### src/rtl/wisc_consts.svh
// WISC decode constants
// Sizes shared by the instruction set types, the control types,
// the register file and the stage top

`ifndef WISC_CONSTS_SVH
`define WISC_CONSTS_SVH

// Width of a data word and of an instruction word
`define WISC_DATA_W 16

// Number of general registers
`define WISC_NREGS 8

// Bits needed to select one general register
`define WISC_RSEL_W 3

// Opcode field at the top of every instruction
`define WISC_OPC_W 5

`endif

### src/rtl/regFile.sv
// General register file
// Eight registers, two combinational read ports and one write port
// Same-cycle writes are bypassed to the read ports
`timescale 1ns/100ps

`include "wisc_consts.svh"

module regFile (
   input  logic                    clk,
   input  logic                    rstN,
   input  logic [`WISC_RSEL_W-1:0] rd1Sel,
   input  logic [`WISC_RSEL_W-1:0] rd2Sel,
   input  logic [`WISC_RSEL_W-1:0] wrSel,
   input  logic                    wrEn,
   input  logic [`WISC_DATA_W-1:0] wrData,
   output logic [`WISC_DATA_W-1:0] rd1Data,
   output logic [`WISC_DATA_W-1:0] rd2Data
);

   // Register storage
   logic [`WISC_DATA_W-1:0] regs [`WISC_NREGS];

   // Bypass hits per read port
   logic hit1;
   logic hit2;

   ////////////////////
   // Write port
   ////////////////////
   always_ff @(posedge clk or negedge rstN) begin
      if (!rstN) begin
         // All registers read zero after reset
         for (int i = 0; i < `WISC_NREGS; i++) begin
            regs[i] <= '0;
         end
      end else if (wrEn) begin
         regs[wrSel] <= wrData;
      end
   end

   ////////////////////
   // Read ports
   ////////////////////
   assign hit1 = wrEn && (wrSel == rd1Sel);
   assign hit2 = wrEn && (wrSel == rd2Sel);

   // New data wins over the stored copy
   assign rd1Data = hit1 ? wrData : regs[rd1Sel];
   assign rd2Data = hit2 ? wrData : regs[rd2Sel];

   // A write with an unknown select would corrupt an unknown register
   wrSelKnownA: assert property (@(posedge clk) disable iff (!rstN)
      wrEn |-> !$isunknown(wrSel))
      else $error("regFile write with unknown select");

endmodule

### config.mk
export PLATFORM = sky130hd
export DESIGN_NAME = regFile
export DESIGN_NICKNAME = d
export VERILOG_FILES = /design/src/rtl/regFile.sv
export VERILOG_INCLUDE_DIRS = /design/src /design/src/rtl
export SDC_FILE = /design/constraint.sdc
export NUM_CORES = 1
export LEC_CHECK = 0
export ABC_AREA = 1
export CAP_MARGIN = 10
export CORE_UTILIZATION = 41
export DETAILED_ROUTE_END_ITERATION = 16
export DONT_BUFFER_PORTS = 1
export GPL_TIMING_DRIVEN = 1
export PLACE_DENSITY = 0.54
export SYNTH_ARGS = -nofsm -noshare
export SYNTH_HDL_FRONTEND = slang
export SYNTH_SLANG_ARGS = --single-unit
### constraint.sdc
create_clock -name clk -period 1.1 [get_ports clk]
set_clock_uncertainty 0.05 [all_clocks]
set_input_delay 0 -clock clk [delete_from_list [all_inputs] [get_ports clk]]
set_output_delay 0 -clock clk [all_outputs]
set_load 0.1 [all_outputs]
==> impl_metrics.py, run 1 <==
metrics = {
    "clocking": {
        "clk-insertion-delay-late_ps": 420,
        "cts.reportedPaths.clkPinSlew_ps": 60,
        "clock_tree_from_tritoncts": "yes",
        "cts_hold_buffers": 22,
        "clock_tree.buffer_depth": 2,
        "h-tree-depth": 4,
        "clockRootBuffer": "clkbuf_16",
        "clock_sinks": 128,
        "cts_inserted_buffers": 17,
    },
    "placement": {
        "dp_cells": 1386,
        "place.port_buffers": 0,
        "routabilityCongestion": 0.8071,
        "preCtsSetupSlack_ps": -55.06,
        "dp_hpwl_microns": 15390,
        "place_area_sq_um": 8457,
    },
    "synth": {
        "share_of_the_synthesized_area_in_the_top_cell_type_pct": 41.35,
        "yosys.area.top_type": "dfrtp_1",
        "synthTopCellsByCount": "nand2_1, nand3_1, inv_1, dfrtp_1, o21ai_0",
        "synthSimpleGateAreaFrac_pct": 38.30,
        "synth_fp_nets": 1226,
        "synthArstFlopShare_pct": 100.0,
        "yosys.area_share.xor_xnor_pct": 0,
        "synthesis.instances": 1198,
        "synth.cell_area_sq_um": 7746,
        "compound_gate_portion_of_the_synthesized_area_pct": 8.270,
        "ys_top_cells_by_area": "dfrtp_1, nand2_1, nand3_1",
        "ys.flop_type": "dfrtp_1",
        "yosysSeqAreaShare_pct": 41.35,
        "synth.area.mux_share_pct": 0,
        "avgSynthCellArea_sq_um": 6.466,
        "ys_warn_count": 0,
        "synth_top_family_by_area": "simple AND/OR/NAND/NOR gates",
        "synth.lib_cells_used.distinct": 18,
        "yosys_register_bits": 128,
        "edff_count_synth": 0,
        "yosysMostFrequentCell": "nand2_1",
        "synth-adder-area-share_pct": 0,
    },
    "global_route": {
        "vias_in_the_first_global_route": 7489,
        "grt_antenna_before_repair": 0,
        "grtUsageTotal_pct": 28.64,
        "global_route_wire_length_before_repair_microns": 42700,
        "global_route_overflow": 0,
        "grt_max_degree": 129,
    },
    "detailed_routing": {
        "wl_met3_microns": 1259,
        "vias": 7762,
        "wire_per_inst_microns": 18.18,
        "detail_route.first_pass.iterations": 5,
        "routed-wl-met2_microns": 12320,
        "detailedRoute.firstIterationViolations": 685,
        "totalWireLength_microns": 26790,
        "drtAntennaViolNets": 0,
        "maxUsedRoutingLayer": "met4",
        "met1_length_microns": 12480,
        "drc": 0,
        "detail_route.vias_per_cell": 5.266,
    },
    "timing": {
        "slew_headroom_pct": 75.49,
        "fin_setup_tns_ps": -10730,
        "final_period_utilization_pct": 134.4,
        "timing.final.max_slew_violations": 0,
        "finalHoldWorstSlack_ps": -779.6,
        "timing_hold_violations_final": 130,
        "final-setup-viol-count": 32,
        "setup_ws_ps": -378.2,
        "finalCriticalPeriod_ps": 1478,
        "rsz_0062_raised_after_global_routing": "true",
        "timing.fmax_ghz": 0.6765,
        "worst_slew_pin_slew_ps": 367.7,
    },
    "worst_setup_path": {
        "worst-endpoint-arrival_ps": 1430,
        "crit_path_top_delay_cell": "dfrtp_1",
        "rr_startpoint": "regs[30]$_DFFE_PN0P_",
        "endpoint_kind": "primary output",
        "worst-path-max-fanout": 2,
        "crit_path_kind": "flop to primary output",
        "startpoint_type": "flop",
        "list_of_cells_traversed_by_the_critical_path": "inv_2 -> nand2_1 -> nand3_1 -> nand3_2 -> nand3_4 -> nand2_4 -> buf_12",
        "worst_path_largest_cell_delay_ps": 390,
        "timing.critical_path.from": "regs[44]$_DFFE_PN0P_",
        "timing.critical_path.required_ps": 1050,
    },
    "run_status": {
        "violations_in_the_final_reports": "negative hold slack, negative setup slack",
        "status": "finished, violations left",
    },
    "layout": {
        "regMostFlops": "regs",
        "largest_reg_flops": 128,
        "postLayoutCoreUtil_pct": 58.54,
        "post_layout_nonfiller_instances": 1474,
        "design_area_sq_um": 10660,
        "num-nets-final": 1260,
        "insertedDiodeCount": 0,
        "areaGrowthSynthToFinish_pct": 37.60,
        "largestRegisters": "regs x128",
        "fraction_of_final_layout_cells_with_drive_strength_greater_than_1_pct": 31.33,
    },
    "pwr": {
        "power.density_cell_area_nw_per_um2": 1711,
        "power_mw": 18.24,
        "vdd.ir_drop.worst_mv": 1.047,
        "total_leakage_power_nw": 5.277,
    },
    "floorplanning": {
        "placeableCoreArea_sq_um": 18210,
        "top_level_ports": 60,
        "die_width_microns": 139.5,
        "die_height_microns": 139.5,
        "die_area_sq_um": 19450,
        "rows": 49,
        "initial_core_util_pct": 42.54,
    },
    "worst_hold_path": {
        "hold_path.class": "primary input to async pin",
    },
    "flow_run": {
        "cap_violations": 0,
    },
}
## layout make-up
| class | count | area, sq um |
|---|---|---|
| Fill cell | 1705 | 7550 |
| Inverter | 155 | 586.8 |
| Multi-Input combinational cell | 839 | 5026 |
| Timing Repair Buffer | 91 | 942.2 |
| Clock buffer | 20 | 456.7 |
| Sequential cell | 128 | 3203 |
| Clock inverter | 12 | 157.7 |
| Tap cell | 229 | 286.5 |
## power by group
part | total [mW] | switching [mW] | internal (mW)
logic | 6.12 | 4.13 | 1.98
registers | 6.17 | 0.560 | 5.61
clock network | 5.95 | 2.26 | 3.69
total | 18.2 | 6.95 | 11.3
## layer usage
layer | track usage (%) | vias to the layer above
met5 | 0 | -
met4 | 10.06 | 0
met3 | 4.405 | 48
met2 | 46.10 | 233
met1 | 39.10 | 3654
li1 | - | 3827
## critical path, delay by kind of cell (launching register included)
kind                   cells  cell delay [ps]
DFF                        1              390
and+or+nand+nor            5              390
buffers and inverters      2              230
## worst paths after layout
path,endpoint,slack [ps],cells after the start
worst min-delay path,regs[49]$_DFFE_PN0P_,-780,0
worst max-delay path,rd1Data[12],-380,7
min in group clk,regs[85]$_DFFE_PN0P_,0,4
worst max register to register,regs[30]$_DFFE_PN0P_,160,4
max in group asynchronous,regs[11]$_DFFE_PN0P_,1550,0
worst min register to register,regs[106]$_DFFE_PN0P_,440,2
## what timing repair did
item,in CTS,in global routing
setup endpoints to repair,32,76
cloned,0,1
pin swaps,72,101
gates resized for setup,123,169
hold endpoints to repair,256,128
setup buffers,8,25
## placed cells by master (no fill, tap or decap), types with 4 or more instances in the layout
| master | count |
|---|---|
| nand2_1 | 420 |
| dfrtp_1 | 128 |
| o21ai_0 | 127 |
| nand3_2 | 107 |
| inv_2 | 94 |
| nand3_1 | 92 |
| inv_1 | 58 |
| buf_4 | 52 |
| nand2_8 | 31 |
| nand2_2 | 24 |
| nand3_4 | 24 |
| dlygate4sd3_1 | 22 |
| clkbuf_16 | 18 |
| buf_12 | 14 |
| nor2_1 | 6 |
| clkinv_2 | 4 |
| nor2_2 | 4 |
## logic make-up (layout without fill, tap and decap cells)
group,after synthesis,in the layout
flops,128,128
simple gates,711,711
buf+inv,231,278
compound gates,128,128
(Power assumes the default switching activity.)
==> run 2, diff against run 1 <==
--- a/config.mk
+++ b/config.mk
@@ -13,6 +13,7 @@
 export DONT_BUFFER_PORTS = 1
 export GPL_TIMING_DRIVEN = 1
 export PLACE_DENSITY = 0.54
+export RECOVER_POWER = 100
 export SYNTH_ARGS = -nofsm -noshare
 export SYNTH_HDL_FRONTEND = slang
 export SYNTH_SLANG_ARGS = --single-unit
==> run 2 against run 1 <==
Compared with the run above:
- sequential share of layout area is 0.067 points higher
- worst setup slack worse by 1.4 ps
- the flow still finishes with violations (negative hold slack, negative setup slack)
- sequential cell count stayed put
==> impl_metrics.py, run 2 (synthesized netlist as in run 1, its figures left out) <==
metrics = {
    "global_route": {
        "grt_max_degree": 129,
        "grtUsageMet3_pct": 4.405,
        "met1_usage_pct": 39.10,
        "global_route_wire_length_before_repair_microns": 42700,
        "busiest_layer": "met2",
        "grtUsageTotal_pct": 28.64,
        "grt_antenna_before_repair": 0,
        "global_route_overflow": 0,
        "global_route.usage.met2_pct": 46.10,
        "vias_in_the_first_global_route": 7489,
    },
    "floorplanning": {
        "rows": 49,
        "die_height_microns": 139.5,
        "die_width_microns": 139.5,
        "top_level_ports": 60,
        "placeableCoreArea_sq_um": 18210,
        "initial_core_util_pct": 42.54,
        "die_area_sq_um": 19450,
    },
    "detailed_routing": {
        "drtAntennaViolNets": 0,
        "totalWireLength_microns": 26740,
        "vias": 7787,
        "detailedRoute.firstIterationViolations": 669,
        "detail_route.vias_per_cell": 5.283,
        "detail_route.first_pass.iterations": 6,
        "wire_per_inst_microns": 18.14,
        "drc": 0,
    },
    "worst_setup_path": {
        "timing.critical_path.required_ps": 1050,
        "r2r_cells": 4,
        "worst-endpoint-arrival_ps": 1430,
        "worst-path-max-fanout": 2,
        "rr_startpoint": "regs[30]$_DFFE_PN0P_",
        "crit_path_kind": "flop to primary output",
        "startpoint_type": "flop",
        "timing.reg2reg.setup_slack_ps": 160,
        "reg2reg_to": "regs[30]$_DFFE_PN0P_",
        "endpoint_kind": "primary output",
    },
    "flow_run": {
        "cap_violations": 0,
    },
    "layout": {
        "regMostFlops": "regs",
        "areaGrowthSynthToFinish_pct": 37.30,
        "layout_common_cells": "nand2_1, dfrtp_1, o21ai_0, nand3_2, nand3_1",
        "largest_reg_flops": 128,
        "leading_cell_type_in_the_layout_fill_and_taps_excluded": "nand2_1",
        "largestRegisters": "regs x128",
        "insertedDiodeCount": 0,
        "num-nets-final": 1260,
        "postLayoutCoreUtil_pct": 58.41,
        "fraction_of_final_layout_cells_with_drive_strength_greater_than_1_pct": 30.20,
    },
    "clocking": {
        "cts_inserted_buffers": 17,
        "clock_tree.buffer_depth": 2,
        "clockRootBuffer": "clkbuf_16",
        "cts_hold_buffers": 22,
        "clock_sinks": 128,
        "clock_tree_from_tritoncts": "yes",
        "clk-insertion-delay-late_ps": 420,
        "h-tree-depth": 4,
        "cts.reportedPaths.clkPinSlew_ps": 60,
    },
    "timing": {
        "slew_headroom_pct": 75.03,
        "fin_setup_tns_ps": -10750,
        "finalHoldWorstSlack_ps": -778.9,
        "setup_ws_ps": -379.6,
        "finalCriticalPeriod_ps": 1480,
        "final-setup-viol-count": 32,
        "timing.final.max_slew_violations": 0,
        "final_period_utilization_pct": 134.5,
        "timing_hold_violations_final": 129,
        "timing.fmax_ghz": 0.6759,
        "worst_slew_pin_slew_ps": 374.6,
        "rsz_0062_raised_after_global_routing": "true",
    },
    "pwr": {
        "power.density_cell_area_nw_per_um2": 1711,
        "vdd.ir_drop.worst_mv": 1.048,
        "total_leakage_power_nw": 5.276,
        "power_mw": 18.19,
    },
    "placement": {
        "routabilityCongestion": 0.8071,
        "place.port_buffers": 0,
        "dp_hpwl_microns": 15390,
    },
    "worst_hold_path": {
        "hold_path.class": "primary input to async pin",
    },
    "run_status": {
        "violations_in_the_final_reports": "negative hold slack, negative setup slack",
        "status": "finished, violations left",
    },
}
run 2: cell count changes in the layout (fill, tap and decap cells not counted), moves of 2 or more:
cell,before,now
inv_1,58,70
inv_2,94,82
buf_4,52,43
clkbuf_4,0,9
nor2_1,6,8
nor2_2,4,2
run 2: timing repair:
item / 4_1_cts / 5_1_grt
hold endpoints to repair: 256 / 128
setup endpoints to repair: 32 / 76
pin swaps: 72 / 101
cloned: 0 / 1
buffers inserted: 8 / 25
gates resized for setup: 123 / 169
run 2: worst max-delay path, stage by stage, from the launching register on:
cell and delay (ps):
dfrtp_1 390, inv_2 60, nand2_1 40, nand3_1 90, nand3_2 90, nand3_4 110, nand2_4 60, buf_12 160
run 2: metrics by stage:
step	setup WS, ps	instance area (sq um)	cells
after floorplan	-23.15	8078	1198
after global placement	-55.63	8457	1386
after detailed placement	-55.06	8457	1386
after CTS	-407.3	9945	1448
after global routing	-450.6	10640	1474
final	-379.6	10640	1474
run 2: cell type report:
type	count	area, sq um
multi-input cells	839	5021
well taps	229	286.5
flip-flops and latches	128	3203
fillers	1712	7574
inverters	155	586.8
repair buffers	91	923.4
clock buffers	20	456.7
clock inverters	12	157.7
run 2: worst max path at each step:
stage / slack (ps) / to / from
global route: -450 / rd1Data[8] / regs[88]$_DFFE_PN0P_
CTS: -410 / rd1Data[12] / regs[124]$_DFFE_PN0P_
finish: -380 / rd1Data[12] / regs[44]$_DFFE_PN0P_
floorplan: -20 / rd2Data[10] / rd2Sel[2]
detailed placement: -60 / rd1Data[11] / regs[91]$_DFFE_PN0P_
global placement: -60 / rd1Data[11] / regs[91]$_DFFE_PN0P_
run 2: where the power goes:
| part | leakage (nW) | internal [mW] | switching [mW] |
|---|---|---|---|
| clock network | 0.293 | 3.69 | 2.25 |
| registers | 1.60 | 5.61 | 0.545 |
| logic | 3.38 | 1.97 | 4.13 |
| total | 5.28 | 11.3 | 6.92 |
run 2: layer usage:
metal	share of wire (%)	routed length (microns)
met1	47	12460
met2	46	12230
met3	5.0	1333
met4	2.7	727
met5	0	0
